**src/logic/aes_pkg.sv**
```systemverilog
package aes_pkg;

   // ##################################################
   // widths
   // ##################################################
   localparam int BLOCK_BITS = 128;  // aes block and key
   localparam int MSG_BITS   = 256;  // two blocks per message

   // one aes state, byte 0 sits in the top byte (fips-197 order)
   typedef union packed {
      logic [0:15][7:0]  bytes;  // subbytes / shiftrows view
      logic [0:3][31:0]  cols;   // mixcolumns / addroundkey view
   } aes_block_u;

   // message or mac, hi half first
   typedef struct packed {
      aes_block_u hi;
      aes_block_u lo;
   } aes_msg_t;

   // ##################################################
   // gf(2^8) helpers
   // ##################################################
   function automatic logic [7:0] aes_xtime(input logic [7:0] a);
      return {a[6:0], 1'b0} ^ (a[7] ? 8'h1b : 8'h00);
   endfunction

   // full multiply, used by the s-box inverse only
   function automatic logic [7:0] aes_gf_mul(input logic [7:0] a, input logic [7:0] b);
      logic [7:0] acc;
      logic [7:0] x;
      acc = 8'h00;
      x   = a;
      for (int i = 0; i < 8; i++) begin
         if (b[i]) begin
            acc = acc ^ x;
         end
         x = aes_xtime(x);
      end
      return acc;
   endfunction

   // forward s-box: inverse via x^254, then the affine map
   function automatic logic [7:0] aes_sbox(input logic [7:0] a);
      logic [7:0] pw;
      logic [7:0] inv;
      logic [7:0] res;
      pw  = a;
      inv = 8'h01;
      for (int i = 1; i < 8; i++) begin
         pw  = aes_gf_mul(pw, pw);   // x^2, x^4 .. x^128
         inv = aes_gf_mul(inv, pw);
      end
      // zero maps to zero since every factor is zero
      res = inv
          ^ {inv[6:0], inv[7]}
          ^ {inv[5:0], inv[7:6]}
          ^ {inv[4:0], inv[7:5]}
          ^ {inv[3:0], inv[7:4]}
          ^ 8'h63;
      return res;
   endfunction

   // round constant for rounds 1..10
   function automatic logic [7:0] aes_rcon(input logic [3:0] round);
      logic [7:0] rc;
      case (round)
         4'd1:    rc = 8'h01;
         4'd2:    rc = 8'h02;
         4'd3:    rc = 8'h04;
         4'd4:    rc = 8'h08;
         4'd5:    rc = 8'h10;
         4'd6:    rc = 8'h20;
         4'd7:    rc = 8'h40;
         4'd8:    rc = 8'h80;
         4'd9:    rc = 8'h1b;
         4'd10:   rc = 8'h36;
         default: rc = 8'h00;  // outside 1..10
      endcase
      return rc;
   endfunction

endpackage : aes_pkg

```
**src/logic/sample_collector.sv**
```systemverilog
module sample_collector import aes_pkg::*; #(
   parameter int SAMPLE_WIDTH = 32
) (
   input  logic                    clk,
   input  logic                    rst_n,
   input  logic [SAMPLE_WIDTH-1:0] sample_i,
   input  logic                    sample_valid_i,
   input  logic                    clear_ovf_i,
   input  logic                    mac_busy_i,
   output logic                    start_o,
   output aes_msg_t                msg_o,
   output logic                    overflow_o
);

   localparam int NUM_SAMPLES = MSG_BITS / SAMPLE_WIDTH;
   localparam int CNT_W       = (NUM_SAMPLES > 1) ? $clog2(NUM_SAMPLES) : 1;

   logic [MSG_BITS+SAMPLE_WIDTH-1:0] fill_cat;
   logic [MSG_BITS-1:0]              fill_q;
   logic [MSG_BITS-1:0]              fill_next;
   aes_msg_t                         hold_q;
   logic [CNT_W-1:0]                 cnt_q;
   logic                             pending_q;   // full message waiting for the mac
   logic                             start_q;
   logic                             ovf_q;
   logic                             accept;
   logic                             last_sample;
   logic                             mac_idle;

   // new sample enters at the top, sample 0 ends in the low bits
   assign fill_cat    = {sample_i, fill_q};
   assign fill_next   = fill_cat[MSG_BITS+SAMPLE_WIDTH-1:SAMPLE_WIDTH];
   assign accept      = sample_valid_i && !pending_q;
   assign last_sample = accept && (cnt_q == CNT_W'(NUM_SAMPLES - 1));
   assign mac_idle    = !mac_busy_i && !start_q;  // start not yet seen as busy

   always_ff @(posedge clk) begin
      if (!rst_n) begin
         cnt_q     <= '0;
         pending_q <= 1'b0;
         start_q   <= 1'b0;
         ovf_q     <= 1'b0;
      end else begin
         start_q <= 1'b0;
         if (accept) begin
            cnt_q <= last_sample ? '0 : cnt_q + 1'b1;
         end
         if (last_sample) begin
            if (mac_idle) begin
               start_q <= 1'b1;
            end else begin
               pending_q <= 1'b1;
            end
         end else if (pending_q && mac_idle) begin
            start_q   <= 1'b1;
            pending_q <= 1'b0;
         end
         // sticky, set wins over clear
         if (sample_valid_i && pending_q) begin
            ovf_q <= 1'b1;
         end else if (clear_ovf_i) begin
            ovf_q <= 1'b0;
         end
      end
   end

   // message payload
   always_ff @(posedge clk) begin
      if (accept) begin
         fill_q <= fill_next;
      end
      if (last_sample && mac_idle) begin
         hold_q <= aes_msg_t'(fill_next);
      end else if (pending_q && mac_idle) begin
         hold_q <= aes_msg_t'(fill_q);
      end
   end

   assign start_o    = start_q;
   assign msg_o      = hold_q;
   assign overflow_o = ovf_q;

endmodule : sample_collector

```
**config.mk**
```make
export PLATFORM = sky130hd
export DESIGN_NAME = sample_collector
export DESIGN_NICKNAME = d
export VERILOG_FILES = /design/src/logic/aes_pkg.sv /design/src/logic/sample_collector.sv
export SDC_FILE = /design/constraint.sdc
export NUM_CORES = 1
export LEC_CHECK = 0
export BUFFER_PORTS_ARGS = -buffer_cell sky130_fd_sc_hd__buf_2
export CAP_MARGIN = 20
export CORE_MARGIN = 1.5
export CORE_UTILIZATION = 45
export DETAILED_ROUTE_END_ITERATION = 8
export GPL_TIMING_DRIVEN = 0
export PLACE_DENSITY = 0.63
export SYNTH_ARGS = -nofsm -noshare
export SYNTH_HDL_FRONTEND = slang
export SYNTH_SLANG_ARGS = --single-unit
```
**constraint.sdc**
```tcl
create_clock -name clk -period 21.4 [get_ports clk]
set_clock_uncertainty 0.05 [all_clocks]
set_input_delay 1.07 -clock clk [delete_from_list [all_inputs] [get_ports clk]]
set_output_delay 1.07 -clock clk [all_outputs]
set_load 0.01 [all_outputs]
```
==> results.yml, run 1 <==
place:
  pre_cts_slack_ns: 17.92
  dp_hpwl_mm: 26.3
  io_buffers: 294
  gp_congestion: 0.747
cells_and_area:
  regArea_mm2: 0.0155
  drive_above_1_share_pct: 54.9
  area_delta_synth_final_pct: 21.8
  final_nets: 1239
  antenna_cells: 0
  fillCellCount: 3166
  multiInputGateArea_mm2: 0.00304
floorplanning:
  start_util_pct: 45.9
  fp-row-count: 74
  die_h_um: 208
  core_area_mm2: 0.0410
  dieArea_mm2: 0.0431
  ios: 295
  chipWidth_um: 208
route:
  vias: 8825
  wl_per_cell_um: 21.4
  drc: 15
  first_pass_iters: 6
  ant_nets: 0
  drt_iter0_drc: 520
  viasPerCell: 4.98
  wl_mm: 37.8
yosys:
  synth_compound_area_share_pct: 0.0664
  syn_nets: 864
  ys_seq_area_share_pct: 82.3
  yosys.area_share.simple_pct: 0.452
  ys_warn_count: 0
  synth_fa_ha_area_share_pct: 0.133
  synth-seq-cells: 518
  avgSynthCellArea_um2: 22.8
  synth_cells: 825
  synth.cell_area_mm2: 0.0188
  synth_top_family_by_area: "multiplexers"
  muxShareOfSynthArea_pct: 15.5
  ys_types: 17
  synth_xor_area_share_pct: 0
sta:
  fin_tns_setup_ns: 0
  relSlewSlack_pct: 41.7
  fin_hold_ws_ns: 0.419
  worst_slack_ns: 18.38
  tightestPinTransition_ns: 0.874
  fin_crit_sh_pct: 14.1
  finalSetupViolCount: 0
  rsz0062_at_grt: "false"
  drv_slew: 0
  final_hold_viol_count: 0
  fmax_mhz: 332
  fin_crit_ns: 3.02
setup_path:
  critical_path_class: "flop to flop"
  cp-start-kind: "flop"
  crit_chain: "ha_1, ha_1, a21oi_1, nor3_2, buf_6, buf_6, buf_6, buf_6, buf_6, buf_8, buf_4"
  max_stage_delay_ns: 0.51
  cp_max_fo: 12
  critPathTopFamily: "buffers and inverters"
  slowest_stage: "nor3_2"
  cp-end-kind: "flop"
  critical_path_buf_inv_count: 7
  cp.arrival_ns: 3.23
  worst_path_most_repeated_cell: "buf_6"
  required_ns: 21.62
clocking:
  ctsHoldBuffers: 0
  cts_htree_levels: 2
  cts_setup_buffers: 0
  clk_latency_ns: 0.58
  cts_sinks: 518
  clockRootBuffer: "clkbuf_16"
  cts_made_buffers: 51
  ctsResizeCount: 0
  clkTransAtPathRegs_ns: 0.06
  clock_path_buffers: 3
  cts_tree: "yes"
pwr:
  total_power_uw: 2070
  powerDensity_mw_per_mm2: 90.1
  p_leak_uw: 0.00813
  vdd_drop_max_mv: 0.0571
grt:
  grt_max_degree: 61
  grt_pass1_vias: 9107
  grt-ovfl-total: 0
  grt_pass1_wl_mm: 57.6
  grt_antenna_before_repair: 0
  grt.total_usage_pct: 17.6
flow_run:
  cap_violations: 0
min_path:
  min_path_type: "flop to flop"
run_status:
  status: "complete, but fails checks"
  violations: "DRC"
## cells in the mapped netlist
library cell | n | share of area, %
buf_2 | 1 | 0.027
nand2b_1 | 2 | 0.066
mux2i_1 | 3 | 0.16
a21boi_0 | 1 | 0.040
mux2_2 | 256 | 15
buf_6 | 24 | 1.4
nor4_2 | 1 | 0.066
edfxtp_1 | 512 | 82
nand2_1 | 2 | 0.040
clkbuf_1 | 1 | 0.020
buf_4 | 3 | 0.12
nor2b_1 | 5 | 0.17
nor3_1 | 2 | 0.053
dfxtp_1 | 6 | 0.64
nor2_1 | 3 | 0.060
a21oi_1 | 1 | 0.027
ha_1 | 2 | 0.13
## registers in the layout (all words and copies together), names as in the netlist
name	count
cnt_q	3
overflow_o	1
pending_q	1
msg_o	256
start_o	1
fill_q	256
## layer usage
layer	part of all wire (%)	vias up	global-route usage (%)
met5	0	-	0
met4	2.4	0	5.98
met3	5.3	61	3.95
met2	47	211	27.1
met1	46	4495	25.0
li1	-	4058	-
## cell type report
| cell class | count | share of cell area, % |
|---|---|---|
| Tap cell | 532 | 2.90 |
| Clock inverter | 33 | 1.14 |
| Buffer | 29 | 1.33 |
| Timing Repair Buffer | 322 | 8.09 |
| Multi-Input combinational cell | 278 | 13.3 |
| Clock buffer | 59 | 5.70 |
| Sequential cell | 518 | 67.6 |
## where the power goes
group	internal (uW)	switching, uW
clock network	484	362
logic	25.0	19.6
registers	1150	22.5
## cells in the final DEF (no fill, tap or decap), types with 2 or more instances in the layout
cell	n
buf_2	295
ha_1	2
buf_8	4
buf_6	41
clkinv_1	13
clkinvlp_4	2
nand2_1	2
nor2_1	3
buf_16	4
nand2b_1	2
edfxtp_1	512
mux2_2	256
bufinv_16	4
clkbuf_16	51
buf_4	6
mux2i_1	3
clkinv_2	12
nor2b_1	5
clkbuf_1	8
dfxtp_1	6
## worst paths after layout
check / slack (ns) / end / cells past startpoint / from
max: 18.38 / msg_o[241] / 11 / cnt_q[0]
min: 0.42 / fill_q[40] / 0 / fill_q[72]
max reg2reg: 18.38 / msg_o[241] / 11 / cnt_q[0]
min reg2reg: 0.42 / fill_q[40] / 0 / fill_q[72]
## kinds of logic after synthesis
group	count (synthesis)
flip-flops	518
multiplexers	259
buffers and inverters	29
AND/OR/NAND/NOR	15
AO/OA/AOI/OAI	2
adder cells (fa/ha/maj)	2
## stage by stage
stage / std cells / util [%] / instance area (um^2)
after floorplan: 825 / - / 18800
final: 1771 / 55.9 / 22900
after global placement: 1651 / 51.1 / 21000
after global routing: 1771 / 55.9 / 22900
after detailed placement: 1679 / 52.1 / 21400
after CTS: 1771 / 55.9 / 22900
Note: power is estimated with default switching activity, not from simulation.
==> inputs of run 2 (changes only) <==
==> constraint.sdc (replaced) <==
create_clock -name clk -period 2.79 [get_ports clk]
set_clock_uncertainty 0.05 [all_clocks]
set_input_delay 0.1395 -clock clk [delete_from_list [all_inputs] [get_ports clk]]
set_output_delay 0.1395 -clock clk [all_outputs]
set_load 0.01 [all_outputs]
==> results.yml, run 2 (synthesis results as in run 1) <==
run_status:
  status: "complete, but fails checks"
  violations: "DRC"
sta:
  finalSetupViolCount: 0
  relSlewSlack_pct: 48.2
  rsz0062_at_grt: "false"
  drv_slew: 0
  fin_hold_ws_ns: 0.233
  final_hold_viol_count: 0
  fin_crit_sh_pct: 85.3
  fin_crit_ns: 2.38
  tightestPinTransition_ns: 0.776
  fmax_mhz: 420
setup_path:
  slowest_stage: "nor4_2"
  reg2reg_slack_ns: 0.41
  max_stage_delay_ns: 0.41
  crit_chain: "ha_4, ha_4, nand2_1, nor4_2, buf_4, buf_6, mux2_2"
  worst_path_most_repeated_cell: "ha_4"
  required_ns: 3.06
  rr_startpoint: "cnt_q[0]"
  critPathTopFamily: "buffers and inverters"
  critical_path_buf_inv_count: 2
  r2r-end: "msg_o[238]"
  reg2reg_depth: 7
  critical_path_class: "flop to flop"
  cp-end-kind: "flop"
  cp.arrival_ns: 2.65
  cp_max_fo: 10
  cp-start-kind: "flop"
cells_and_area:
  final_cell_mix: "edfxtp_1 (512), buf_2 (295), mux2_2 (256)"
  drive_above_1_share_pct: 52.7
  post-route-util_pct: 57.3
  fillCellCount: 3062
  antenna_cells: 0
  instances_no_fill: 1806
  regArea_mm2: 0.0155
  layout_commonest_cell: "edfxtp_1"
  final_nets: 1269
  multiInputGateArea_mm2: 0.00308
  area_delta_synth_final_pct: 24.7
grt:
  met1_usage_pct: 25.2
  grt_max_degree: 135
  grt_pass1_wl_mm: 58.7
  gr-usage-met2_pct: 28.4
  grt-busiest-layer: "met2"
  gr-usage-met3_pct: 3.80
  grt_pass1_vias: 9201
  grt-ovfl-total: 0
  grt_antenna_before_repair: 0
  grt.total_usage_pct: 18.1
clocking:
  cts_htree_levels: 2
  clock_path_buffers: 3
  clk_latency_ns: 0.59
  clockRootBuffer: "clkbuf_16"
  cts_made_buffers: 53
  cts_tree: "yes"
  cts_sinks: 518
  clkTransAtPathRegs_ns: 0.06
place:
  gp_congestion: 0.769
  dpl.cell_count: 1667
  io_buffers: 294
  dp_hpwl_mm: 26.0
floorplanning:
  core_area_mm2: 0.0410
  dieArea_mm2: 0.0431
  ios: 295
  fp-row-count: 74
  start_util_pct: 45.9
  die_h_um: 208
  chipWidth_um: 208
flow_run:
  cap_violations: 0
route:
  ant_nets: 0
  vias: 8946
  drt_iter0_drc: 616
  wl_per_cell_um: 21.4
  drc: 12
  viasPerCell: 4.95
  first_pass_iters: 8
  wl_mm: 38.7
pwr:
  vdd_drop_max_mv: 0.433
  p_int_uw: 13000
  p_comb_share_pct: 2.3
  pwr-share-clk_pct: 41.9
  power_frac_seq_pct: 55.8
  p_sw_share_pct: 19.6
  p_leak_uw: 0.00832
  p_switching_uw: 3160
  powerDensity_mw_per_mm2: 689
min_path:
  min_path_cells: 2
  worstHoldStart: "sample_i[16]"
  min_path_type: "primary input to flop"
  min_to: "fill_q[240]"
run 2: final cells by class:
cell class | instances | area share [%]
Sequential cell | 518 | 66.0
Multi-Input combinational cell | 278 | 13.1
Clock buffer | 66 | 6.03
Clock inverter | 33 | 1.05
Timing Repair Buffer | 350 | 9.61
Buffer | 29 | 1.37
Tap cell | 532 | 2.83
run 2: power groups by stage:
stage               logic (uW)  clock network [uW]  registers, uW
floorplan                  244                   0           9100
global placement           319                   0           9170
detailed placement         335                   0           9190
CTS                        378                6950           9020
global route               409                7220           9060
finish                     372                6790           9020
run 2: worst max path at each step:
stage               depth (start not counted)     start          to  slack (ns)
floorplan                                   4  cnt_q[1]    msg_o[0]       -4.47
global placement                            4  cnt_q[1]  msg_o[245]       -7.56
detailed placement                          9  cnt_q[0]  msg_o[246]       -0.06
CTS                                         7  cnt_q[0]  msg_o[240]        0.35
global route                                7  cnt_q[0]  msg_o[231]        0.20
finish                                      7  cnt_q[0]  msg_o[238]        0.41
run 2: stage by stage:
step                total power (uW)  worst slack (ns)  instance area [um^2]  setup TNS [ns]
finish                         16200             0.410                 23500               0
global route                   16700             0.197                 23500               0
CTS                            16400             0.347                 23500               0
detailed placement              9520           -0.0565                 21400          -0.877
global placement                9490             -7.56                 21000        -1925.94
floorplan                       9340             -4.47                 18900        -1145.07
run 2: timing repair:
item	in CTS	in global routing
endpoints found under the setup margin	16	0
gates resized for setup	0	0
hold buffers	38	0
setup buffers	2	0
endpoints found under the hold margin	70	0
run 2: layer usage:
metal,vias to the layer above,routed length [um]
met3,61,2220
met2,234,18300
li1,4134,-
met1,4517,17200
met4,0,969
met5,-,0
run 2: worst register-to-register path: stages (launching register included):
cell     delay, ns
dfxtp_2       0.36
ha_4          0.14
ha_4          0.16
nand2_1       0.07
nor4_2        0.41
buf_4         0.36
buf_6         0.22
mux2_2        0.35
